## src/tile_pkg.sv

```systemverilog
`default_nettype none

package tile_pkg;

    // Screen and tile geometry
    localparam int SCREEN_W      = 160;
    localparam int SCREEN_H      = 120;
    localparam int TILE_SIZE     = 20;
    localparam int GRID_W        = 8;
    localparam int GRID_H        = 6;
    localparam int SCREEN_PIXELS = 19200;

    typedef logic [8:0] colour_t;          // RRR_GGG_BBB

    // Never produced by a sprite rule as a visible colour
    localparam colour_t TRANSPARENT_KEY      = 9'b111_000_111;
    localparam colour_t SPRITE_SOLID_COLOUR  = 9'b000_111_000;
    localparam colour_t SPRITE_BORDER_COLOUR = 9'b111_111_000;
    localparam colour_t SPRITE_CHECK_COLOUR  = 9'b000_011_111;
    localparam colour_t SPRITE_DIAG_COLOUR   = 9'b111_010_000;

    typedef logic [14:0] map_addr_t;
    typedef logic [4:0]  tile_pos_t;       // 0 to 19 inside a tile

    typedef struct packed {
        logic [7:0] x;
        logic [6:0] y;
        colour_t    colour;
    } pixel_t;

    typedef enum logic [1:0] {
        OP_NOP   = 2'd0,
        OP_ERASE = 2'd1,
        OP_DRAW  = 2'd2,
        OP_CLEAR = 2'd3
    } paint_op_t;

    typedef struct packed {
        logic [3:0] tile_x;
        logic [2:0] tile_y;
        logic [1:0] sprite_id;
    } tile_arg_t;

    // Same 9 bits, read as a tile target or as a fill colour
    typedef union packed {
        tile_arg_t tile;
        colour_t   fill;
    } paint_arg_u;

    typedef struct packed {
        paint_op_t  op;
        paint_arg_u arg;
    } paint_cmd_t;

    // Row-major frame buffer address
    function automatic map_addr_t pixel_address(input logic [7:0] x, input logic [6:0] y);
        return map_addr_t'(y * SCREEN_W + x);
    endfunction

endpackage

`default_nettype wire

```

## src/sprite_pattern.sv

```systemverilog
`timescale 1ns/100ps
`default_nettype none

module sprite_pattern (
    input  logic [1:0]         sprite_id,
    input  tile_pkg::tile_pos_t px,
    input  tile_pkg::tile_pos_t py,
    output tile_pkg::colour_t  colour
);
    import tile_pkg::*;

    localparam tile_pos_t POS_LAST = tile_pos_t'(TILE_SIZE - 1);

    logic on_border;
    logic check_even;
    logic on_diag;

    assign on_border = (px == '0) || (py == '0) || (px == POS_LAST) || (py == POS_LAST);

    // 4x4 cells, so the cell parity sits in bit 2
    assign check_even = (px[2] ^ py[2]) == 1'b0;

    // Main and anti diagonal
    assign on_diag = (px == py) || (({1'b0, px} + {1'b0, py}) == 6'(TILE_SIZE - 1));

    always_comb begin
        colour = TRANSPARENT_KEY;
        case (sprite_id)
            2'd0: colour = SPRITE_SOLID_COLOUR;
            2'd1: begin
                if (on_border) colour = SPRITE_BORDER_COLOUR;   // Hollow frame
            end
            2'd2: begin
                if (check_even) colour = SPRITE_CHECK_COLOUR;
            end
            2'd3: begin
                if (on_diag) colour = SPRITE_DIAG_COLOUR;       // X shape
            end
        endcase
    end

endmodule

`default_nettype wire

```

## src/square_eraser.sv

```systemverilog
`timescale 1ns/100ps
`default_nettype none

module square_eraser #(
    parameter int SETTLE_CYCLES = 8
) (
    input  logic                clk,
    input  logic                resetn,
    input  logic                start,
    input  logic [3:0]          tile_x,
    input  logic [2:0]          tile_y,
    input  tile_pkg::colour_t   map_colour,
    output tile_pkg::map_addr_t map_address,
    output logic                plot,
    output tile_pkg::pixel_t    pixel,
    output logic                done
);
    import tile_pkg::*;

    localparam int             CW          = (SETTLE_CYCLES > 1) ? $clog2(SETTLE_CYCLES) : 1;
    localparam logic [CW-1:0]  SETTLE_LAST = CW'(SETTLE_CYCLES - 1);
    localparam tile_pos_t      POS_LAST    = tile_pos_t'(TILE_SIZE - 1);

    logic [3:0]    tile_x_q;
    logic [2:0]    tile_y_q;
    logic          settling;
    logic          walking;
    logic [CW-1:0] settle_cnt;
    tile_pos_t     col;
    tile_pos_t     row;
    logic          at_last;
    logic          last_q;
    logic [7:0]    cur_x;
    logic [6:0]    cur_y;
    logic [7:0]    x_q;
    logic [6:0]    y_q;

    assign cur_x       = 8'(tile_x_q * TILE_SIZE) + {3'b000, col};
    assign cur_y       = 7'(tile_y_q * TILE_SIZE) + {2'b00, row};
    assign map_address = pixel_address(cur_x, cur_y);
    assign at_last     = walking && (col == POS_LAST) && (row == POS_LAST);

    // ROM data lands with the delayed position
    assign pixel = '{x: x_q, y: y_q, colour: map_colour};

    always_ff @(posedge clk) begin
        if (!resetn) begin
            settling   <= 1'b0;
            walking    <= 1'b0;
            settle_cnt <= '0;
            col        <= '0;
            row        <= '0;
            plot       <= 1'b0;
            last_q     <= 1'b0;
            done       <= 1'b0;
        end else begin
            plot   <= walking;
            last_q <= at_last;
            done   <= last_q;               // One cycle after the final plot
            if (start) begin
                settling   <= 1'b1;
                walking    <= 1'b0;
                settle_cnt <= '0;
            end else if (settling) begin
                if (settle_cnt == SETTLE_LAST) begin
                    settling <= 1'b0;
                    walking  <= 1'b1;
                    col      <= '0;
                    row      <= '0;
                end else begin
                    settle_cnt <= settle_cnt + 1'b1;
                end
            end else if (walking) begin
                if (col == POS_LAST) begin
                    col <= '0;
                    row <= row + 1'b1;
                end else begin
                    col <= col + 1'b1;
                end
                if (at_last) walking <= 1'b0;
            end
        end
    end

    always_ff @(posedge clk) begin
        if (start) begin
            tile_x_q <= tile_x;
            tile_y_q <= tile_y;
        end
        x_q <= cur_x;
        y_q <= cur_y;
    end

    first_plot_after_settle: assert property (@(posedge clk) disable iff (!resetn)
        $rose(plot) |-> $past(start, SETTLE_CYCLES + 2));

endmodule

`default_nettype wire

```

## src/sprite_drawer.sv

```systemverilog
`timescale 1ns/100ps
`default_nettype none

module sprite_drawer (
    input  logic             clk,
    input  logic             resetn,
    input  logic             start,
    input  logic [3:0]       tile_x,
    input  logic [2:0]       tile_y,
    input  logic [1:0]       sprite_id,
    output logic             plot,
    output tile_pkg::pixel_t pixel,
    output logic             done
);
    import tile_pkg::*;

    localparam tile_pos_t POS_LAST = tile_pos_t'(TILE_SIZE - 1);

    logic [3:0] tile_x_q;
    logic [2:0] tile_y_q;
    logic [1:0] sprite_q;
    logic       walking;
    tile_pos_t  col;
    tile_pos_t  row;
    logic       at_last;
    logic       last_q;
    logic [7:0] base_x;
    logic [6:0] base_y;
    colour_t    pat_colour;

    assign base_x  = 8'(tile_x_q * TILE_SIZE);
    assign base_y  = 7'(tile_y_q * TILE_SIZE);
    assign at_last = walking && (col == POS_LAST) && (row == POS_LAST);

    sprite_pattern u_pattern (
        .sprite_id (sprite_q),
        .px        (col),
        .py        (row),
        .colour    (pat_colour)
    );

    always_ff @(posedge clk) begin
        if (!resetn) begin
            walking <= 1'b0;
            col     <= '0;
            row     <= '0;
            plot    <= 1'b0;
            last_q  <= 1'b0;
            done    <= 1'b0;
        end else begin
            plot   <= walking && (pat_colour != TRANSPARENT_KEY);   // Skip see-through
            last_q <= at_last;
            done   <= last_q;
            if (start) begin
                walking <= 1'b1;
                col     <= '0;
                row     <= '0;
            end else if (walking) begin
                if (col == POS_LAST) begin
                    col <= '0;
                    row <= row + 1'b1;
                end else begin
                    col <= col + 1'b1;
                end
                if (at_last) walking <= 1'b0;
            end
        end
    end

    always_ff @(posedge clk) begin
        if (start) begin
            tile_x_q <= tile_x;
            tile_y_q <= tile_y;
            sprite_q <= sprite_id;
        end
        pixel <= '{x: base_x + {3'b000, col}, y: base_y + {2'b00, row}, colour: pat_colour};
    end

    plot_inside_tile: assert property (@(posedge clk) disable iff (!resetn)
        plot |-> (pixel.x >= base_x) && (pixel.x < base_x + 8'(TILE_SIZE))
              && (pixel.y >= base_y) && (pixel.y < base_y + 7'(TILE_SIZE)));

endmodule

`default_nettype wire

```

## src/screen_clearer.sv

```systemverilog
`timescale 1ns/100ps
`default_nettype none

module screen_clearer (
    input  logic              clk,
    input  logic              resetn,
    input  logic              start,
    input  tile_pkg::colour_t fill_colour,
    output logic              plot,
    output tile_pkg::pixel_t  pixel,
    output logic              done
);
    import tile_pkg::*;

    localparam logic [7:0] COL_LAST = 8'(SCREEN_W - 1);
    localparam logic [6:0] ROW_LAST = 7'(SCREEN_H - 1);

    logic [7:0] col;
    logic [6:0] row;
    colour_t    colour_q;

    // Counters drive the stream directly
    assign pixel = '{x: col, y: row, colour: colour_q};

    always_ff @(posedge clk) begin
        if (!resetn) begin
            plot <= 1'b0;
            col  <= '0;
            row  <= '0;
            done <= 1'b0;
        end else begin
            done <= plot && (col == COL_LAST) && (row == ROW_LAST);
            if (start) begin
                plot <= 1'b1;
                col  <= '0;
                row  <= '0;
            end else if (plot) begin
                if (col == COL_LAST) begin
                    col <= '0;
                    if (row == ROW_LAST) begin
                        row  <= '0;
                        plot <= 1'b0;           // Bottom right reached
                    end else begin
                        row <= row + 1'b1;
                    end
                end else begin
                    col <= col + 1'b1;
                end
            end
        end
    end

    always_ff @(posedge clk) begin
        if (start) colour_q <= fill_colour;
    end

endmodule

`default_nettype wire

```

## src/paint_control.sv

```systemverilog
`timescale 1ns/100ps
`default_nettype none

module paint_control (
    input  logic                 clk,
    input  logic                 resetn,
    input  logic                 cmd_valid,
    input  tile_pkg::paint_cmd_t cmd,
    input  logic                 erase_done,
    input  logic                 draw_done,
    input  logic                 clear_done,
    input  logic                 erase_plot,
    input  logic                 draw_plot,
    input  logic                 clear_plot,
    input  tile_pkg::pixel_t     erase_pixel,
    input  tile_pkg::pixel_t     draw_pixel,
    input  tile_pkg::pixel_t     clear_pixel,
    output logic                 erase_start,
    output logic                 draw_start,
    output logic                 clear_start,
    output logic [3:0]           tile_x,
    output logic [2:0]           tile_y,
    output logic [1:0]           sprite_id,
    output tile_pkg::colour_t    fill_colour,
    output logic                 busy,
    output logic                 done,
    output logic                 plot,
    output tile_pkg::pixel_t     pixel
);
    import tile_pkg::*;

    typedef enum logic [2:0] {
        S_IDLE,
        S_ERASING,
        S_DRAWING,
        S_CLEARING,
        S_FINISHING
    } state_t;

    state_t state;
    logic   accept;

    assign busy   = (state == S_ERASING) || (state == S_DRAWING) || (state == S_CLEARING);
    assign done   = (state == S_FINISHING);
    assign accept = cmd_valid && !busy;   // Finishing also takes a new command

    always_ff @(posedge clk) begin
        if (!resetn) begin
            state       <= S_IDLE;
            erase_start <= 1'b0;
            draw_start  <= 1'b0;
            clear_start <= 1'b0;
        end else begin
            erase_start <= 1'b0;
            draw_start  <= 1'b0;
            clear_start <= 1'b0;
            case (state)
                S_ERASING:  if (erase_done) state <= S_FINISHING;
                S_DRAWING:  if (draw_done) state <= S_FINISHING;
                S_CLEARING: if (clear_done) state <= S_FINISHING;
                default: begin
                    state <= S_IDLE;
                    if (accept) begin
                        case (cmd.op)
                            OP_ERASE: begin
                                state       <= S_ERASING;
                                erase_start <= 1'b1;
                            end
                            OP_DRAW: begin
                                state      <= S_DRAWING;
                                draw_start <= 1'b1;
                            end
                            OP_CLEAR: begin
                                state       <= S_CLEARING;
                                clear_start <= 1'b1;
                            end
                            OP_NOP:   state <= S_FINISHING;   // done next cycle
                        endcase
                    end
                end
            endcase
        end
    end

    // Arguments for the engine, both union views kept
    always_ff @(posedge clk) begin
        if (accept) begin
            tile_x      <= cmd.arg.tile.tile_x;
            tile_y      <= cmd.arg.tile.tile_y;
            sprite_id   <= cmd.arg.tile.sprite_id;
            fill_colour <= cmd.arg.fill;
        end
    end

    // Route the running engine to the adapter
    always_comb begin
        plot  = 1'b0;
        pixel = erase_pixel;
        case (state)
            S_ERASING: begin
                plot  = erase_plot;
                pixel = erase_pixel;
            end
            S_DRAWING: begin
                plot  = draw_plot;
                pixel = draw_pixel;
            end
            S_CLEARING: begin
                plot  = clear_plot;
                pixel = clear_pixel;
            end
            default: plot = 1'b0;
        endcase
    end

    one_start_per_cycle: assert property (@(posedge clk) disable iff (!resetn)
        $onehot0({erase_start, draw_start, clear_start}));

    // Engines only finish while the controller waits on them
    no_done_when_idle: assert property (@(posedge clk) disable iff (!resetn)
        (erase_done || draw_done || clear_done) |-> busy);

endmodule

`default_nettype wire

```

## src/tile_painter.sv

```systemverilog
`timescale 1ns/100ps
`default_nettype none

module tile_painter #(
    parameter int SETTLE_CYCLES = 8
) (
    input  logic                 clk,
    input  logic                 resetn,
    input  logic                 cmd_valid,
    input  tile_pkg::paint_cmd_t cmd,
    input  tile_pkg::colour_t    map_colour,
    output tile_pkg::map_addr_t  map_address,
    output logic                 busy,
    output logic                 done,
    output logic                 plot,
    output tile_pkg::pixel_t     pixel
);
    import tile_pkg::*;

    logic       erase_start, draw_start, clear_start;
    logic       erase_done, draw_done, clear_done;
    logic       erase_plot, draw_plot, clear_plot;
    pixel_t     erase_pixel, draw_pixel, clear_pixel;
    logic [3:0] tile_x;
    logic [2:0] tile_y;
    logic [1:0] sprite_id;
    colour_t    fill_colour;

    paint_control u_control (
        .clk         (clk),
        .resetn      (resetn),
        .cmd_valid   (cmd_valid),
        .cmd         (cmd),
        .erase_done  (erase_done),
        .draw_done   (draw_done),
        .clear_done  (clear_done),
        .erase_plot  (erase_plot),
        .draw_plot   (draw_plot),
        .clear_plot  (clear_plot),
        .erase_pixel (erase_pixel),
        .draw_pixel  (draw_pixel),
        .clear_pixel (clear_pixel),
        .erase_start (erase_start),
        .draw_start  (draw_start),
        .clear_start (clear_start),
        .tile_x      (tile_x),
        .tile_y      (tile_y),
        .sprite_id   (sprite_id),
        .fill_colour (fill_colour),
        .busy        (busy),
        .done        (done),
        .plot        (plot),
        .pixel       (pixel)
    );

    square_eraser #(
        .SETTLE_CYCLES (SETTLE_CYCLES)
    ) u_eraser (
        .clk         (clk),
        .resetn      (resetn),
        .start       (erase_start),
        .tile_x      (tile_x),
        .tile_y      (tile_y),
        .map_colour  (map_colour),
        .map_address (map_address),
        .plot        (erase_plot),
        .pixel       (erase_pixel),
        .done        (erase_done)
    );

    sprite_drawer u_drawer (
        .clk       (clk),
        .resetn    (resetn),
        .start     (draw_start),
        .tile_x    (tile_x),
        .tile_y    (tile_y),
        .sprite_id (sprite_id),
        .plot      (draw_plot),
        .pixel     (draw_pixel),
        .done      (draw_done)
    );

    screen_clearer u_clearer (
        .clk         (clk),
        .resetn      (resetn),
        .start       (clear_start),
        .fill_colour (fill_colour),
        .plot        (clear_plot),
        .pixel       (clear_pixel),
        .done        (clear_done)
    );

endmodule

`default_nettype wire

```

## config.mk

```make
export PLATFORM = sky130hd
export DESIGN_NAME = tile_painter
export DESIGN_NICKNAME = d
export VERILOG_FILES = /design/src/tile_pkg.sv /design/src/sprite_pattern.sv /design/src/square_eraser.sv /design/src/sprite_drawer.sv /design/src/screen_clearer.sv /design/src/paint_control.sv /design/src/tile_painter.sv
export SDC_FILE = /design/constraint.sdc
export NUM_CORES = 1
export LEC_CHECK = 0
export CAP_MARGIN = 20
export CORE_ASPECT_RATIO = 1.25
export CORE_MARGIN = 2
export CORE_UTILIZATION = 45
export DETAILED_ROUTE_END_ITERATION = 6
export DONT_BUFFER_PORTS = 1
export HOLD_SLACK_MARGIN = 0.15
export MAX_ROUTING_LAYER = met4
export PLACE_DENSITY = 0.71
export SLEW_MARGIN = 20
export SYNTH_ARGS = -nofsm -noshare
export SYNTH_HDL_FRONTEND = slang
export SYNTH_SLANG_ARGS = --single-unit
export TNS_END_PERCENT = 20
```

## constraint.sdc

```tcl
create_clock -name clk -period 8.2 [get_ports clk]
set_input_delay 1.64 -clock clk [delete_from_list [all_inputs] [get_ports clk]]
set_output_delay 1.64 -clock clk [all_outputs]
set_load 0.05 [all_outputs]
```

==> out/qor.yml, run 1 <==
detailed_routing:
  drc_errors: 0
  routed_wl_mm: 12.55
  drt_iter0_drc: 231
  wl_per_cell_um: 16.17
  ant_nets: 0
  avgViaCountPerCell: 5.465
  firstDrtPassIters: 5
  routed-via-count: 4241
worst_setup_path:
  path_class: "reg2out"
  crit_path_start_kind: "flip-flop"
  critPathArrivalTime_ns: 4.28
  crit_fanout: 4
  worstPathRequired_ns: 6.56
  cp-end-kind: "primary output"
floorplan:
  die-area_mm2: 0.01447
  core_mm2: 0.01323
  io_pins: 65
  die_h_um: 134.0
  die_w_um: 108.0
  start_util_pct: 45.98
  rows: 47
timing:
  period_needed_ns: 5.925
  hold_viol_final: 0
  fin_skew_ns: 0.008381
  tns_ns: 0
  rsz0062_at_grt: "no"
  slew_violations: 0
  period_share_pct: 72.25
  setup_ws_ns: 2.275
  tightest_slew_ns: 1.124
  setup_viol: 0
  max_slew_margin_pct: 24.51
  fmax_mhz: 168.8
final_layout:
  fillCellCount: 1167
  layout-drive-gt1-share_pct: 7.273
  syn_to_final_growth_pct: 12.51
  final_cell_area_mm2: 0.006844
  nets: 675
  diodes: 0
  final_util_pct: 51.73
synth:
  yosys-top-cells-area: "dfxtp_1 (30%), edfxtp_1 (17%), ha_1 (10%)"
  synth_top_cell_by_area: "dfxtp_1"
  ys_ff_latch: 124
  synth-edff-count: 34
  ys.flop_type: "dfxtp_1"
  yosysSeqAreaShare_pct: 46.40
  syn_area_mm2: 0.006083
  synth_nets: 674
  synth_commonest_cells: "dfxtp_1 (90), nor2_1 (59), ha_1 (51)"
  netlist_instances: 591
  synth.top_cell.area_share_pct: 29.62
  ys_async_sr_fraction_pct: 0
  ys_warn_count: 0
  synth_cell_types: 54
  yosysMostFrequentCell: "dfxtp_1"
  syn_area_per_cell_um2: 10.29
worst_hold_path:
  hp-class: "reg2reg"
place:
  dpl_cell_area_mm2: 0.006217
  gp_congestion: 0.8222
  place_ws_ns: 2.681
  post-dp-hpwl_mm: 9.311
  port_buffers: 0
cts:
  postCtsHoldBufs: 0
  clk_pin_slew_ns: 0.05
  cts-resized-gates: 0
  cts_made_buffers: 17
  cts_root_buf: "clkbuf_16"
  clock_latency_ns: 0.42
  cts.sinks: 124
  clk_path_buf_depth: 2
  cts_htree_levels: 4
  cts_tree: "built"
  cts_setup_buffers: 0
job:
  cap_violations: 0
grt:
  grt_max_degree: 51
  track_usage_pct: 19.42
  grt_pass1_vias: 4296
  grt_first_pass_wirelength_mm: 20.71
  antenna_found_initial: 0
  grt_remaining_overflow: 0
power_and_ir_drop:
  peakVddDrop_v: 0.0002097
  leakagePower_nw: 2.744
  cellPowerDensity_mw_per_mm2: 275.4
run_status:
  outcome: "completed"
==> flip-flops by register name, summed over array words and instances, names as in the netlist, 2 cells and up <==
signal / cells
u_eraser.row: 5
u_eraser.y_q: 7
u_clearer.col: 8
u_drawer.col: 5
u_drawer.tile_y_q: 3
u_eraser.tile_y_q: 3
u_clearer.row: 7
u_clearer.colour_q: 9
u_drawer.tile_x_q: 4
u_eraser.settle_cnt: 3
u_eraser.col: 5
u_drawer.sprite_q: 2
u_eraser.tile_x_q: 4
u_eraser.x_q: 8
u_drawer.row: 5
u_control.state: 3
u_drawer.pixel: 20
u_control.fill_colour: 9
==> cells by family (layout without fill, tap and decap cells) <==
kind of cell / after synthesis / count (layout) / share of synthesized area, %
adders and majority gates: 60 / 60 / 13.45
and+or+nand+nor: 195 / 195 / 16.17
DFF: 124 / 124 / 46.40
muxes: 27 / 27 / 4.504
xor gates and xnor gates: 47 / 47 / 7.137
buffers and inverters: 42 / 56 / 2.962
AOI/OAI and AO/OA: 96 / 96 / 9.379
==> final timing paths <==
check,start,endpoint,slack [ns],cells after the start
setup / recovery,u_eraser.tile_y_q[0],map_address[12],2.28,9
hold / removal,u_drawer.col[0],u_drawer.pixel[16],0.42,0
setup reg to reg,u_control.state[0],u_control.state[1],5.68,6
hold reg to reg,u_drawer.col[0],u_drawer.pixel[16],0.42,0
==> layout by cell type, fill, tap and decap left out, drive strengths merged, types with 7 or more instances in the layout <==
master	Yosys	routed
nand4	15	15
nor2b	11	11
nand2b	9	9
mux2i	24	24
ha	51	51
a21o	10	10
nor3	8	8
inv	22	22
clkbuf	11	28
xnor2	27	27
nor2	59	59
o21ai	36	36
edfxtp	34	34
nand2	49	49
a21oi	33	33
xor2	20	20
dfxtp	90	90
and2	7	7
fa	9	9
nand3	11	11
==> layout make-up <==
type / instances / area [um^2] / area share, %
repair buffers: 2 / 15.01 / 0.2194
flip-flops and latches: 124 / 2823 / 41.24
inverters: 22 / 82.58 / 1.207
clock inverters: 4 / 45.04 / 0.6581
clock buffers: 28 / 581.8 / 8.501
multi-input cells: 425 / 3083 / 45.05
well taps: 171 / 214.0 / 3.126
==> power by group <==
group | switching (mW) | internal (mW)
clock | 0.257 | 0.512
combinational | 0.324 | 0.0835
sequential | 0.0331 | 0.674
total | 0.614 | 1.27
==> stage by stage <==
stage / std cells / total power [mW] / hold WS, ns
floorplan: 591 / 1.060 / 0.3802
global placement: 744 / 1.119 / 0.4173
detailed placement: 744 / 1.128 / 0.4163
CTS: 776 / 1.897 / 0.4236
global route: 776 / 1.952 / 0.4312
finish: 776 / 1.885 / 0.4240
==> layer usage <==
metal  routed length (um)  vias to the layer above  GRT usage (%)  share of wire (%)
met3                  801                       25          4.762                6.4
met1                 5374                     2015          22.92                 43
met2                 5999                      125          30.78                 48
met4                  371                        0          9.687                3.0
li1                     -                     2076              -                  -
met5                    0                        -              -                  0
==> critical path: stages (launching register included) <==
cell and delay (ns):
edfxtp_1 0.42, ha_1 0.24, fa_1 0.47, xor2_1 0.29, ha_1 0.32, fa_1 0.63, and3_1 0.18, a32oi_1 0.10
nor4b_2 0.40, xor2_1 0.82
Note: power is estimated with default switching activity, not from simulation.
==> run 2, diff against run 1 <==
--- a/config.mk
+++ b/config.mk
@@ -5,6 +5,7 @@
 export SDC_FILE = /design/constraint.sdc
 export NUM_CORES = 1
 export LEC_CHECK = 0
+export ABC_AREA = 1
 export CAP_MARGIN = 20
 export CORE_ASPECT_RATIO = 1.25
 export CORE_MARGIN = 2
@@ -13,7 +14,7 @@
 export DONT_BUFFER_PORTS = 1
 export HOLD_SLACK_MARGIN = 0.15
 export MAX_ROUTING_LAYER = met4
-export PLACE_DENSITY = 0.71
+export PLACE_DENSITY = 0.73
 export SLEW_MARGIN = 20
 export SYNTH_ARGS = -nofsm -noshare
 export SYNTH_HDL_FRONTEND = slang
==> constraint.sdc (replaced) <==
create_clock -name clk -period 5.2 [get_ports clk]
set_input_delay 1.04 -clock clk [delete_from_list [all_inputs] [get_ports clk]]
set_output_delay 1.04 -clock clk [all_outputs]
set_load 0.05 [all_outputs]
==> out/qor.yml, run 2 <==
detailed_routing:
  firstDrtPassIters: 5
  wl_per_cell_um: 15.21
  drt_iter0_drc: 371
  drc_errors: 0
  routed-via-count: 4681
  routed_wl_mm: 13.75
  ant_nets: 0
  avgViaCountPerCell: 5.178
timing:
  period_needed_ns: 4.843
  fin_skew_ns: 0.01310
  rsz0062_at_grt: "no"
  setup_ws_ns: 0.3573
  max_slew_margin_pct: 23.14
  hold_viol_final: 0
  slew_violations: 0
  tightest_slew_ns: 1.148
  setup_viol: 0
  fmax_mhz: 206.5
  tns_ns: 0
  period_share_pct: 93.13
synth:
  synth-edff-count: 34
  syn_area_per_cell_um2: 8.732
  ys_warn_count: 0
  yosysSeqAreaShare_pct: 45.72
  synth.top_cell.area_share_pct: 29.19
  ys_async_sr_fraction_pct: 0
  ys_ff_latch: 124
  synth_top_cell_by_area: "dfxtp_1"
  yosys-top-cells-area: "dfxtp_1 (29%), edfxtp_1 (17%), ha_1 (10%)"
  ys.flop_type: "dfxtp_1"
  syn_area_mm2: 0.006173
  synth_commonest_cells: "nand2_1 (155), dfxtp_1 (90), inv_1 (85)"
  synth_nets: 790
  yosysMostFrequentCell: "nand2_1"
  netlist_instances: 707
  synth_cell_types: 42
cts:
  clock_latency_ns: 0.42
  cts_htree_levels: 4
  cts.sinks: 124
  cts_made_buffers: 17
  cts_tree: "built"
  cts_root_buf: "clkbuf_16"
  clk_path_buf_depth: 2
  clk_pin_slew_ns: 0.06
  cts_setup_buffers: 0
floorplan:
  start_util_pct: 46.25
  die_w_um: 108.8
  die-area_mm2: 0.01468
  io_pins: 65
  die_h_um: 135.0
  core_mm2: 0.01335
  rows: 47
place:
  gp_congestion: 0.8733
  place_ws_ns: 0.7858
  port_buffers: 0
  dpl_cell_area_mm2: 0.006377
  post-dp-hpwl_mm: 10.33
final_layout:
  multi_input_area_mm2: 0.002944
  nets: 803
  regArea_mm2: 0.002823
  layout_common_cells: "nand2_1 (154), dfxtp_1 (90), inv_1 (85), nor2_1 (51), ha_1 (51)"
  top_regs: "u_drawer.pixel (20), u_clearer.colour_q (9), u_control.fill_colour (9)"
  final_common_cell: "nand2_1"
  syn_to_final_growth_pct: 13.88
  largest-register: "u_drawer.pixel"
  final_cell_area_mm2: 0.007030
  diodes: 0
  fillCellCount: 1188
  layout-drive-gt1-share_pct: 8.595
  largest_reg_flops: 20
grt:
  grt_pass1_vias: 4590
  grt_max_degree: 27
  grt_remaining_overflow: 0
  track_usage_pct: 21.07
  antenna_found_initial: 0
  grt_first_pass_wirelength_mm: 22.51
worst_setup_path:
  critPathArrivalTime_ns: 3.80
  worstReg2RegEnd: "u_control.state[0]"
  worstPathRequired_ns: 4.16
  critPathLaunch: "u_eraser.tile_y_q[0]"
  rr_startpoint: "u_control.state[2]"
  rr_worst_depth: 8
  cp-end-kind: "primary output"
  r2r_slack_ns: 3.09
  path_class: "reg2out"
  crit_fanout: 4
  cp-endpoint: "map_address[12]"
  crit_path_start_kind: "flip-flop"
power_and_ir_drop:
  leakagePower_nw: 3.026
  cellPowerDensity_mw_per_mm2: 365.6
  peakVddDrop_v: 0.0002443
run_status:
  outcome: "completed"
job:
  cap_violations: 0
worst_hold_path:
  hp-class: "reg2reg"
## run 2: cell types whose count changed after synthesis, sizes merged, moves of 9 or more
cell,before,now
nand2,49,160
inv,22,89
nand3,11,47
mux2i,24,0
xnor2,27,7
o21ai,36,18
nor3,8,22
o211ai,0,12
nor2b,11,0
a21o,10,1
nand2b,9,0
## run 2: report_power, final
part / switching, mW / total [mW] / internal (mW)
registers: 0.0241 / 1.05 / 1.02
logic: 0.199 / 0.249 / 0.0496
clock network: 0.454 / 1.27 / 0.820
## run 2: how the worst min path moves through the flow
stage,cells after the start,startpoint,slack (ns),end
2_1_floorplan,0,u_eraser.col[1],0.38,u_eraser.x_q[1]
3_3_place_gp,2,u_eraser.last_q,0.40,u_eraser.done
3_5_place_dp,2,u_drawer.last_q,0.42,u_drawer.done
4_1_cts,2,u_drawer.last_q,0.42,u_drawer.done
5_1_grt,0,u_eraser.row[0],0.45,u_eraser.y_q[0]
6_report,2,u_eraser.last_q,0.43,u_eraser.done
## run 2: metal layers
| layer | track usage, % | wire length, um |
|---|---|---|
| met5 | - | 0 |
| met3 | 7.239 | 1163 |
| met1 | 24.61 | 5454 |
| met4 | 8.547 | 384 |
| met2 | 33.13 | 6747 |
## run 2: final cells by class
class,count,share of cell area [%]
clock buffers,19,6.763
clock inverters,13,2.492
multi-input cells,479,41.88
inverters,90,4.823
well taps,171,3.043
repair buffers,8,0.8542
flip-flops and latches,124,40.15
## run 2: through the flow
| step | power [mW] | instances | hold slack, ns | utilization [%] |
|---|---|---|---|---|
| 6_report | 2.570 | 904 | 0.4254 | 52.67 |
| 5_1_grt | 2.657 | 904 | 0.4456 | 52.67 |
| 4_1_cts | 2.590 | 904 | 0.4246 | 52.65 |
| 3_5_place_dp | 1.316 | 872 | 0.4162 | 47.77 |
| 3_3_place_gp | 1.313 | 872 | 0.4046 | 47.77 |
| 2_1_floorplan | 1.266 | 707 | 0.3799 | - |
## run 2: what timing repair did
item,CTS,global route
gates resized for setup,0,1
setup endpoints to repair,0,1
hold buffers,0,0
endpoints found under the hold margin,0,0
## run 2: cell families (layout without fill, tap and decap cells)
family	Yosys count	in the layout	share of synthesized area [%]
AOI/OAI and AO/OA	82	82	7.824
xor gates and xnor gates	32	32	4.540
adders and majority gates	60	60	13.25
buffers and inverters	104	130	6.708
DFF	124	124	45.72
and+or+nand+nor	305	305	21.95
## run 2: worst max-delay path, cell delays in order (launching register included)
cell and delay (ns):
edfxtp_1 0.40, ha_1 0.24, fa_1 0.65, ha_1 0.28, ha_1 0.25, fa_1 0.57, nand4_1 0.11, o21ai_0 0.24
nand2_1 0.08, nor2_1 0.17, xor2_1 0.17, buf_4 0.21
==> run 3, diff against run 2 <==
--- a/config.mk
+++ b/config.mk
@@ -10,6 +10,7 @@
 export CORE_ASPECT_RATIO = 1.25
 export CORE_MARGIN = 2
 export CORE_UTILIZATION = 45
+export CTS_BUF_LIST = sky130_fd_sc_hd__clkbuf_8
 export DETAILED_ROUTE_END_ITERATION = 6
 export DONT_BUFFER_PORTS = 1
 export HOLD_SLACK_MARGIN = 0.15
==> out/qor.yml, run 3 (synthesis results as in run 2) <==
cts:
  clock_latency_ns: 0.45
  cts_root_buf: "clkbuf_8"
  cts-resized-gates: 0
  postCtsHoldBufs: 0
  clk_pin_slew_ns: 0.08
  cts_made_buffers: 17
  cts_setup_buffers: 0
  cts.sinks: 124
  cts_htree_levels: 4
  cts_tree: "built"
  clk_path_buf_depth: 2
detailed_routing:
  routed-via-count: 4624
  firstDrtPassIters: 5
  dr_wl_met2_mm: 6.502
  topRoutingLayerUsed: "met4"
  wl_met3_um: 911
  routed_wl_mm: 13.41
  drt_iter0_drc: 315
  avgViaCountPerCell: 5.115
  ant_nets: 0
  wl_met1_mm: 5.661
  drc_errors: 0
  wl_per_cell_um: 14.83
worst_setup_path:
  crit_path_start_kind: "flip-flop"
  worstPathRequired_ns: 4.16
  rr_worst_depth: 7
  crit_fanout: 4
  cp-end-kind: "primary output"
  critPathArrivalTime_ns: 3.82
  path_class: "reg2out"
final_layout:
  final_cell_area_mm2: 0.006847
  layout_common_cells: "nand2_1 (155), dfxtp_1 (90), inv_1 (85), nor2_1 (51), ha_1 (51)"
  diodes: 0
  final_common_cell: "nand2_1"
  layout-drive-gt1-share_pct: 8.458
  largest-register: "u_drawer.pixel"
  largest_reg_flops: 20
  top_regs: "u_drawer.pixel (20), u_clearer.colour_q (9), u_control.fill_colour (9)"
  nets: 803
  syn_to_final_growth_pct: 10.90
  final_cells: 904
floorplan:
  core_mm2: 0.01335
  die-area_mm2: 0.01468
  die_w_um: 108.8
  start_util_pct: 46.25
  rows: 47
  io_pins: 65
  die_h_um: 135.0
grt:
  grt_max_degree: 27
  track_usage_pct: 20.43
  grt_first_pass_wirelength_mm: 21.84
  antenna_found_initial: 0
  grt_remaining_overflow: 0
  grt_pass1_vias: 4490
power_and_ir_drop:
  peakVddDrop_v: 0.0002144
  cellPowerDensity_mw_per_mm2: 334.5
  leakagePower_nw: 2.943
timing:
  setup_ws_ns: 0.3398
  max_slew_margin_pct: 22.85
  setup_viol: 0
  rsz0062_at_grt: "no"
  fin_skew_ns: 0.01839
  period_share_pct: 93.46
  hold_viol_final: 0
  period_needed_ns: 4.860
  timing.hold.ws_ns: 0.4363
  tns_ns: 0
  slew_violations: 0
  fmax_mhz: 205.8
  tightest_slew_ns: 1.152
place:
  dpl.cell_count: 872
  post-dp-hpwl_mm: 10.33
  place_ws_ns: 0.7858
  port_buffers: 0
  dpl_cell_area_mm2: 0.006377
  gp_congestion: 0.8733
job:
  cap_violations: 0
run_status:
  outcome: "completed"
worst_hold_path:
  whs_path_depth: 2
  hp-class: "reg2reg"
[run 3: cell types whose count changed in the layout (fill, tap and decap cells not counted), sizes merged]
cell    previous run  this run
bufinv             3         5
clkbuf            19        17
[run 3: area by class of cell]
class	count	area [um^2]
fillers	1195	6502
multi-input cells	479	2942
flip-flops and latches	124	2823
inverters	90	339.1
clock inverters	15	235.2
clock buffers	17	234.0
well taps	171	214.0
repair buffers	8	60.06
[run 3: routing by layer]
metal	GRT usage, %	up-vias
met4	8.974	0
met5	-	-
li1	-	2362
met2	32.29	119
met3	6.033	21
met1	24.06	2122
[run 3: path summary, 6_finish.rpt]
kind	start	to	slack [ns]
worst max register to register	u_control.state[1]	u_control.state[0]	3.09
worst min register to register	u_drawer.last_q	u_drawer.done	0.44
worst max-delay path	u_eraser.tile_y_q[0]	map_address[14]	0.34
worst min-delay path	u_drawer.last_q	u_drawer.done	0.44
[run 3: power by group]
| part | internal [mW] | switching, mW | total, mW |
|---|---|---|---|
| clock | 0.580 | 0.416 | 0.996 |
| sequential | 1.02 | 0.0243 | 1.05 |
| combinational | 0.0494 | 0.199 | 0.248 |
| total | 1.65 | 0.640 | 2.29 |
[run 3: metrics by stage]
step	utilization [%]	power (mW)
floorplan	-	1.266
global placement	47.77	1.313
detailed placement	47.77	1.316
CTS	51.29	2.303
global route	51.29	2.371
finish	51.29	2.290
[run 3: critical path, cell delays in order (launching register included)]
cell,delay [ns]
edfxtp_1,0.40
ha_1,0.23
fa_1,0.54
ha_1,0.33
ha_1,0.24
fa_1,0.57
nand4_1,0.11
o21ai_0,0.24
nand2_1,0.08
nor2_1,0.17
nand3_1,0.10
nand2_1,0.35
